**config.mk**
```make
export PLATFORM = sky130hd
export DESIGN_NAME = ras_predictor
export DESIGN_NICKNAME = d
export VERILOG_FILES = /design/src/source/mips_isa_pkg.sv /design/src/source/ras_pkg.sv /design/src/source/jump_decoder.sv /design/src/source/return_stack.sv /design/src/source/ras_predictor.sv
export SDC_FILE = /design/constraint.sdc
export NUM_CORES = 1
export LEC_CHECK = 0
export BUFFER_PORTS_ARGS = -buffer_cell sky130_fd_sc_hd__buf_2
export CAP_MARGIN = 20
export CORE_ASPECT_RATIO = 0.8
export CORE_MARGIN = 8
export CORE_UTILIZATION = 30
export CTS_BUF_LIST = sky130_fd_sc_hd__clkbuf_8
export CTS_CLUSTER_DIAMETER = 50
export DETAILED_ROUTE_END_ITERATION = 12
export GPL_TIMING_DRIVEN = 1
export PLACE_DENSITY_LB_ADDON = 0.25
export SYNTH_ARGS = -nofsm -noshare
export SYNTH_HDL_FRONTEND = slang
export SYNTH_SLANG_ARGS = --single-unit
```
**constraint.sdc**
```tcl
create_clock -name CLK -period 9.1 [get_ports CLK]
set_input_delay 0.455 -clock CLK [delete_from_list [all_inputs] [get_ports CLK]]
set_output_delay 0.455 -clock CLK [all_outputs]
set_load 0.05 [all_outputs]
```
**src/source/mips_isa_pkg.sv**
```systemverilog
// mips32 encodings for the jump decoder only; delay slot assumed fixed, no other fields decoded
package mips_isa_pkg;

    // datapath widths
    localparam int INSTR_W = 32;
    localparam int ADDR_W  = 32;

    typedef logic [INSTR_W-1:0] instr_t;  // raw instruction word
    typedef logic [ADDR_W-1:0]  addr_t;   // byte address

    // instruction fields
    typedef logic [5:0] opcode_t;
    typedef logic [5:0] funct_t;
    typedef logic [4:0] reg_idx_t;

    localparam int OPCODE_LSB = 26;  // bits 31:26
    localparam int FUNCT_LSB  = 0;   // bits 5:0, R-type only
    localparam int RD_LSB     = 11;  // bits 15:11

    localparam reg_idx_t REG_ZERO = 5'd0;  // $zero, a write here is discarded

    // opcodes
    localparam opcode_t OP_SPECIAL = 6'd0;  // R-type, look at funct
    localparam opcode_t OP_JAL     = 6'd3;

    // funct codes under SPECIAL
    localparam funct_t FUNCT_JR   = 6'd8;
    localparam funct_t FUNCT_JALR = 6'd9;

    // jump classes seen by the return stack
    typedef logic [1:0] jump_class_t;

    localparam jump_class_t JCLASS_OTHER  = 2'd0;  // never touches the stack
    localparam jump_class_t JCLASS_CALL   = 2'd1;  // push
    localparam jump_class_t JCLASS_RETURN = 2'd2;  // pop, or predict at fetch

endpackage

```
**src/source/ras_pkg.sv**
```systemverilog
// return stack sizing; pointer wraps by its own width, so the depth must stay a power of two
package ras_pkg;

    // stack geometry
    localparam int RAS_DEPTH = 32;
    localparam int RAS_PTR_W = 5;  // log2 of the depth

    typedef logic [RAS_PTR_W-1:0] ras_ptr_t;  // slot index

    // occupancy needs one extra bit to hold the full depth
    localparam int RAS_CNT_W = 6;

    // return address is the call plus the delay slot
    localparam logic [31:0] RET_OFFSET = 32'd8;

endpackage

```
**src/source/jump_decoder.sv**
```systemverilog
// combinational; only JAL, JALR and JR are recognized, plain J and branches read as other
`timescale 1ns/10ps

module jump_decoder (
    input  mips_isa_pkg::instr_t      instr,
    output mips_isa_pkg::jump_class_t jclass
);
    import mips_isa_pkg::*;

    opcode_t  opcode;
    funct_t   funct;
    reg_idx_t rd;

    // field extraction
    assign opcode = instr[OPCODE_LSB +: $bits(opcode_t)];
    assign funct  = instr[FUNCT_LSB +: $bits(funct_t)];
    assign rd     = instr[RD_LSB +: $bits(reg_idx_t)];

    always_comb begin
        jclass = JCLASS_OTHER;  // default, no stack action
        if (opcode == OP_JAL) begin
            jclass = JCLASS_CALL;  // links into $ra
        end else if (opcode == OP_SPECIAL) begin
            case (funct)
                FUNCT_JALR: begin
                    // jalr with rd = 0 links nowhere, so no return expected
                    if (rd != REG_ZERO) begin
                        jclass = JCLASS_CALL;
                    end
                end
                FUNCT_JR: begin
                    jclass = JCLASS_RETURN;
                end
                default: begin
                    jclass = JCLASS_OTHER;
                end
            endcase
        end
    end

endmodule

```
**src/source/return_stack.sv**
```systemverilog
// push and pop must not be high together; full stack drops oldest entry, top_addr undefined when empty
`timescale 1ns/10ps

module return_stack (
    input  logic                CLK,
    input  logic                RESET,
    input  logic                push,
    input  logic                pop,
    input  mips_isa_pkg::addr_t push_addr,
    output mips_isa_pkg::addr_t top_addr,
    output logic                empty
);
    import ras_pkg::*;

    logic [$bits(push_addr)-1:0] entries [RAS_DEPTH];  // circular storage

    ras_ptr_t             wr_ptr;   // next free slot
    ras_ptr_t             nxt_ptr;
    ras_ptr_t             top_idx;
    logic [RAS_CNT_W-1:0] count;    // live entries, saturates at depth
    logic [RAS_CNT_W-1:0] nxt_cnt;
    logic                 full;
    logic                 do_pop;

    assign full   = (count == RAS_CNT_W'(RAS_DEPTH));
    assign do_pop = pop && (count != '0);  // pop on empty is dropped

    // next pointer and count, also used for the bypassed outputs
    always_comb begin
        nxt_ptr = wr_ptr;
        nxt_cnt = count;
        if (push) begin
            nxt_ptr = wr_ptr + 1'b1;  // wraps at the depth
            if (!full) begin
                nxt_cnt = count + 1'b1;
            end
            // when full the write lands on the oldest slot
        end else if (do_pop) begin
            nxt_ptr = wr_ptr - 1'b1;
            nxt_cnt = count - 1'b1;
        end
    end

    // top after this cycle's update
    // a push shows its own address, since the write is not in the array yet
    assign top_idx  = nxt_ptr - 1'b1;
    assign top_addr = push ? push_addr : entries[top_idx];
    assign empty    = (nxt_cnt == '0);

    always_ff @(posedge CLK) begin
        if (push) begin
            entries[wr_ptr] <= push_addr;
        end
    end

    always_ff @(posedge CLK or negedge RESET) begin
        if (!RESET) begin
            wr_ptr <= '0;
            count  <= '0;
        end else begin
            wr_ptr <= nxt_ptr;
            count  <= nxt_cnt;
        end
    end

endmodule

```
**src/source/ras_predictor.sv**
```systemverilog
// advisory prediction, 1 cycle after fetch; no recovery on mispredict, flush clears only the output
`timescale 1ns/10ps

module ras_predictor (
    input  logic                 CLK,
    input  logic                 RESET,
    input  logic                 flush,
    input  mips_isa_pkg::instr_t fetch_instr,
    input  logic                 commit_valid,
    input  mips_isa_pkg::instr_t commit_instr,
    input  mips_isa_pkg::addr_t  commit_pc,
    output logic                 pred_valid,
    output mips_isa_pkg::addr_t  pred_target
);
    import mips_isa_pkg::*;
    import ras_pkg::*;

    jump_class_t commit_class;
    jump_class_t fetch_class;
    logic        push;
    logic        pop;
    addr_t       push_addr;
    addr_t       stack_top;
    logic        stack_empty;
    logic        fetch_is_ret;

    // retiring side updates the stack
    jump_decoder i_commit_dec (
        .instr  (commit_instr),
        .jclass (commit_class)
    );

    assign push      = commit_valid && (commit_class == JCLASS_CALL);
    assign pop       = commit_valid && (commit_class == JCLASS_RETURN);
    assign push_addr = commit_pc + RET_OFFSET;  // skip the delay slot

    return_stack i_stack (
        .CLK       (CLK),
        .RESET     (RESET),
        .push      (push),
        .pop       (pop),
        .push_addr (push_addr),
        .top_addr  (stack_top),
        .empty     (stack_empty)
    );

    // fetch side only peeks
    jump_decoder i_fetch_dec (
        .instr  (fetch_instr),
        .jclass (fetch_class)
    );

    assign fetch_is_ret = (fetch_class == JCLASS_RETURN);

    always_ff @(posedge CLK or negedge RESET) begin
        if (!RESET) begin
            pred_valid  <= 1'b0;
            pred_target <= '0;
        end else if (flush) begin
            pred_valid  <= 1'b0;  // stack left intact
            pred_target <= '0;
        end else if (fetch_is_ret && !stack_empty) begin
            pred_valid  <= 1'b1;
            pred_target <= stack_top;  // bypassed top
        end else begin
            pred_valid  <= 1'b0;
            pred_target <= '0;
        end
    end

endmodule

```
==> Yosys cells after proc, flatten, opt, wreduce, memory -nomap -nowiden <==
Memory sizes are Yosys's and may differ from the RTL's.
Index checks and enable logic that the tools add are counted.
{ "classes": {"n_addsub": 6, "muxes": 20, "n_eq_ne": 10, "reduce_logical": 11} }
{ "ops": {"columns": ["cell", "count"], "rows": [
  ["2-to-1 mux 32 bit", 3],
  ["adder 32 x 4 -> 32 bit, second input constant", 1],
  ["equality test 6 x 4 -> 1 bit, second input constant", 4],
  ["logical NOT 6 bit", 3],
  ["2-to-1 mux 6 bit", 3],
  ["equality test 6 x 2 -> 1 bit, second input constant", 2],
  ["2-to-1 mux 5 bit", 2],
  ["nonzero test 5 bit", 2],
  ["subtractor 5 x 1 -> 5 bit, second input constant", 2],
  ["2-to-1 mux 2 bit", 4],
  ["one-hot mux 2 bit (2 select lines)", 2],
  ["adder 6 x 1 -> 6 bit, second input constant", 1],
  ["equality test 6 bit, second input constant", 1],
  ["2-to-1 mux 1 bit", 6],
  ["nonzero test 6 bit", 1],
  ["subtractor 6 x 1 -> 6 bit, second input constant", 1],
  ["adder 5 x 1 -> 5 bit, second input constant", 1],
  ["equality test 2 bit, second input constant", 2],
  ["logical AND 1 bit", 4],
  ["equality test 2 x 1 -> 1 bit, second input constant", 1],
  ["logical NOT 1 bit", 1]
]} }
{ "word_totals": {"regBits": 44, "n_memories": 1, "mem_bits_rw": 1024, "word_cells": 52} }
{ "memory_table": {"columns": ["name", "words", "width", "rd", "rd_clocked_by_memory_dff", "wr", "line", "rtl"], "rows": [
  ["i_stack.entries", 32, 32, 1, 0, 1, "return_stack.sv:15", "logic [$bits(push_addr)-1:0] entries [RAS_DEPTH];"]
]} }

==> Longest topological paths before layout <==
{ "logic_depth": {"ltp_word": 15, "mapped_depth": 24, "ltp_nobuf": 16} }

==> Hierarchy <==
Synthesis repeated with hierarchy kept, for this count alone.
{ "hier_totals": {"cells_unflattened": 1944, "hier_area_um2": 42229.3} }
{ "by_module_without_submodules": {"columns": ["module", "instances", "area_per_inst_um2", "seq_area_each_um2", "cells_per_inst"], "rows": [
  ["return_stack", 1, 40446.3, 31024.8, 1774],
  ["ras_predictor", 1, 1617.8, 825.8, 152],
  ["jump_decoder", 2, 82.6, 0.0, 9]
]} }

==> Worst setup path after synthesis <==
Ideal clock, no wire load.
{ "synth_timing": {"path_type": "reg2reg", "start": "register i_stack.count[0]", "end": "register pred_target[19]", "required_ns": 8.976, "path_slack_ns": 4.068, "setup_time_ns": 0.124, "arrival_ns": 4.908, "stages_incl_launch_ff": 23, "path_buffers": 8, "path_cell_list": "dfrtp_1 > inv_1 > ha_1 > or4b_4 > nor4_2 > a211oi_2 > xnor2_4 > buf_4 > buf_4 > buf_2 > buf_2 > buf_2 > ha_1 > xor2_1 > a21bo_2 > and2_1 > buf_4 > buf_4 > buf_4 > mux4_2 > a22oi_1 > o21ai_0 > o31a_1"} }
{ "synth_between": {"elab_chain_len": 9, "elab_cells_between_ends": 18} }
{ "synth_lines": {"columns": ["item", "line", "rtl"], "rows": [
  ["from (decl)", "return_stack.sv:20", "logic [RAS_CNT_W-1:0] count;"],
  ["from (signal assigned)", "return_stack.sv:62", "count <= nxt_cnt;"],
  ["nonzero test 6 bit", "return_stack.sv:26", "assign do_pop = pop && (count != '0);"],
  ["logical AND 1 bit", "return_stack.sv:26", null],
  ["2-to-1 mux 5 bit or 2-to-1 mux 6 bit (tied branches)", "return_stack.sv:38", "end else if (do_pop) begin"],
  ["2-to-1 mux 5 bit or 2-to-1 mux 6 bit (tied branches)", "return_stack.sv:32", "if (push) begin"],
  ["subtractor 5 x 1 -> 5 bit or logical NOT 6 bit (tied branches)", "return_stack.sv:46, return_stack.sv:48", null],
  ["memory read (32 x 32 bit) or logical NOT 1 bit (tied branches)", null, null],
  ["2-to-1 mux 32 bit or logical AND 1 bit (tied branches)", "return_stack.sv:47, ras_predictor.sv:62", null],
  ["2-to-1 mux 32 bit (*)", "ras_predictor.sv:62", "end else if (fetch_is_ret && !stack_empty) begin"],
  ["2-to-1 mux 32 bit (*)", "ras_predictor.sv:59", "end else if (flush) begin"],
  ["to (signal assigned)", "ras_predictor.sv:64", "pred_target <= stack_top;"],
  ["to (decl)", "ras_predictor.sv:13", "output mips_isa_pkg::addr_t pred_target"]
]} }
Mark *: on every way between the ends. The rest lies on a longest branch, timed or not.

==> Worst setup path in the final report <==
{ "layout_timing": {"start": "register i_stack.count[0]", "end": "register pred_target[17]"} }
Same word-level chain as after synthesis.

==> flow_summary.ini <==
[global_routing]
grtUsageMet3 = 0.0271
grt_pass1_wl_um = 174000
gr-usage-met2 = 0.227
grt_max_degree = 151
gr-usage-all-layers = 0.153
met1_usage = 0.233
grt-ovfl-total = 0
grt_pass1_vias = 23648
antenna_found_initial = 3
top_usage_layer = met1

[routing]
via_count = 24361
drtIter0Drc = 2490
ant_nets = 0
detail_route.wl_per_cell_um = 25.3
firstDrtPassIters = 5
drc = 0
viasPerCell = 5.04
wl_um = 122000

[worst_setup_path]
max_stage_delay_ps = 900
rr_worst_depth = 18
worstPathRequired_ps = 9820
crit_path_cell_trace = inv_1 > ha_1 > or4b_4 > nor4_2 > a211oi_2 > xnor2_4 > buf_4 > ha_4 > xor2_1 > a21bo_2 > buf_4 > and2_4 > buf_12 > mux2i_1 > a32oi_1 > a31oi_1 > nor3_1 > a32o_1
critPathMostFrequentCell = buf_4
start_kind = register
worst-path-max-fanout = 96
critPathKind = register to register
critPathArrivalTime_ps = 6610
r2r_start = i_stack.count[0]
worstReg2RegEnd = pred_target[17]
cp-end-kind = register
slowest_stage = and2_4
reg2reg_slack_ps = 3210

[sta]
setup_violations = 0
fin_crit_ps = 5890
rsz0062_at_grt = false
drv_slew = 0
skew_ps = 44.7
max_freq_mhz = 170
finalHoldViolCount = 0
fin_crit_sh = 0.647
worst_slew_pin_slew_ps = 1050
setup-tns-final_ps = 0
slew_headroom = 0.303

[yosys]
synth_simple_gate_area_frac = 0.0905
synth_compound_area_frac = 0.0530
synth.cell_area_um2 = 42600
synth_flop_cell = edfxtp_1
yosys.area.top_type_share = 0.723
synth_fa_ha_area_frac = 0.00294
synth_xor_area_frac = 0.00967
synth_cells = 2630
ys_seq_elements = 1068
synth_top_cell_by_area = edfxtp_1
synth_most_common_cell = edfxtp_1
postSynth.asyncResetShare = 0.0412
syn-num-nets = 2740
synth_area_leaders = edfxtp_1 (72%), mux4_2 (6.6%), nand2_1 (4.6%), dfrtp_1 (2.6%), nand3_1 (2.0%)
muxShareOfSynthArea = 0.0756
seq_area_frac_synth = 0.749
yosys-top-cells-count = edfxtp_1 (1024), nand2_1 (521), nand3_1 (172)
synth_top_family_by_area = simple AND/OR/NAND/NOR gates
yosysWarnings = 0
synth_cell_types = 75
synth_edf_count = 1024
syn_avg_cell_area_um2 = 16.2

[clock_tree]
ctsHtreeMaxLevel = 4
clkLatencyLatePin_ps = 860
postCtsResizedCells = 0
cts.sinks = 1068
clk_pin_slew_worst_paths_ps = 60
cts_tree = built
clock-root-buffer = clkbuf_8
clockBufferDepth = 3
cts_hold_buf = 1
postCtsSetupBuffers = 0
cts_made_buffers = 164

[pwr]
power_density_nw_per_um2 = 261
p_seq_frac = 0.426
leakagePower_nw = 16.3
total_power_w = 0.0127
p_int_w = 0.00843
sw_frac_of_total = 0.338
p_switching_w = 0.00430
ir_worst_vdd_mv = 0.211
comb_power_share = 0.285
pwr-share-clk = 0.289

[floorplan]
die_x_um = 437
num_rows = 123
core-area_um2 = 141000
die_area_um2 = 154000
io_pins = 133
die_h_um = 353
start_util = 0.303

[cells_and_area]
fin_util = 0.347
fill_cells = 13522
fin_nets = 2944
layout-drive-gt1-share = 0.208
regArea_um2 = 31900
syn_to_final_growth_pct = 14.8
multi_input_area_um2 = 10400

[hold_path]
holdPathEnd = i_stack.entries[2][2]
hold_class = input port to register
hold_path_depth = 1
hp-start = commit_pc[2]

[run_status]
status = completed

[place]
gp_congestion = 0.735
port_buffers = 97
detailed_place_hpwl_um = 64900

[flow_run]
drv_cap = 0
-- how the worst max path moves through the flow --
stage	slack [ps]	startpoint	endpoint	cells after the start
after floorplan	4070	i_stack.count[0]	pred_target[19]	22
after global placement	2930	commit_instr[31]	pred_target[17]	17
after detailed placement	2950	commit_instr[5]	pred_target[17]	17
after CTS	3220	i_stack.count[0]	pred_target[17]	18
after global routing	2820	i_stack.count[0]	pred_target[2]	18
final	3210	i_stack.count[0]	pred_target[17]	18
-- metal layers --
layer,share of wire,vias up
met3,0.068,153
met5,0,-
met1,0.47,12689
met4,0.017,0
met2,0.44,864
li1,-,10655
-- critical path, delay by kind of cell (launching register included) --
kind	cells	cell delay, ps
and+or+nand+nor	4	1770
muxes	1	240
xor gates and xnor gates	2	220
buffers and inverters	4	1470
AOI/OAI and AO/OA	5	1100
DFF	1	450
adders and majority gates	2	420
-- kinds of logic after synthesis --
kind of cell,Yosys count
DFF,1068
muxes,166
adders and majority gates,10
xor gates and xnor gates,39
AOI/OAI and AO/OA,299
and+or+nand+nor,876
buffers and inverters,172
-- sequential cells by signal, summed over array words and instances, names as in the netlist --
register / flops
pred_target: 32
pred_valid: 1
i_stack.wr_ptr: 5
i_stack.count: 6
i_stack.entries: 1024
-- power groups by stage --
stage	combinational [W]	clock [W]	sequential, W
after floorplan	0.00251	0	0.00552
after global placement	0.00366	0	0.00552
after detailed placement	0.00366	0	0.00552
after CTS	0.00367	0.00378	0.00542
after global routing	0.00393	0.00398	0.00542
final	0.00363	0.00368	0.00542
-- stage by stage --
stage               worst slack, ps  area, µm²  cells  hold WS (ps)
CTS                            3220      48800   4832          32.6
finish                         3210      48800   4833           121
global route                   2820      48800   4833           100
detailed placement             2950      45900   4542           585
global placement               2930      45900   4542           584
floorplan                      4070      42600   2630           159
-- layout by cell type (no fill, tap or decap), drive strengths merged, types with 39 or more instances in the layout --
| master | synthesis | final |
|---|---|---|
| buf | 92 | 191 |
| clkbuf | 62 | 167 |
| nor2 | 63 | 63 |
| a21oi | 39 | 39 |
| a31oi | 59 | 59 |
| mux4 | 124 | 124 |
| and3 | 56 | 56 |
| a211oi | 39 | 39 |
| edfxtp | 1024 | 1024 |
| nand2 | 521 | 521 |
| clkinv | 0 | 44 |
| dfrtp | 44 | 44 |
| nand3 | 172 | 172 |
| mux2i | 41 | 41 |
| inv | 18 | 88 |
-- area by class of cell --
| cell class | count | share of cell area |
|---|---|---|
| sequential | 1068 | 0.652 |
| tap | 1875 | 0.0480 |
| antenna | 1 | 0.0000512 |
| inverter | 18 | 0.00143 |
| clock inverter | 122 | 0.0128 |
| clock buffer | 167 | 0.0471 |
| multi-input combinational | 1390 | 0.213 |
| timing repair buffer | 192 | 0.0257 |
Note: power is estimated with default switching activity, not from simulation.
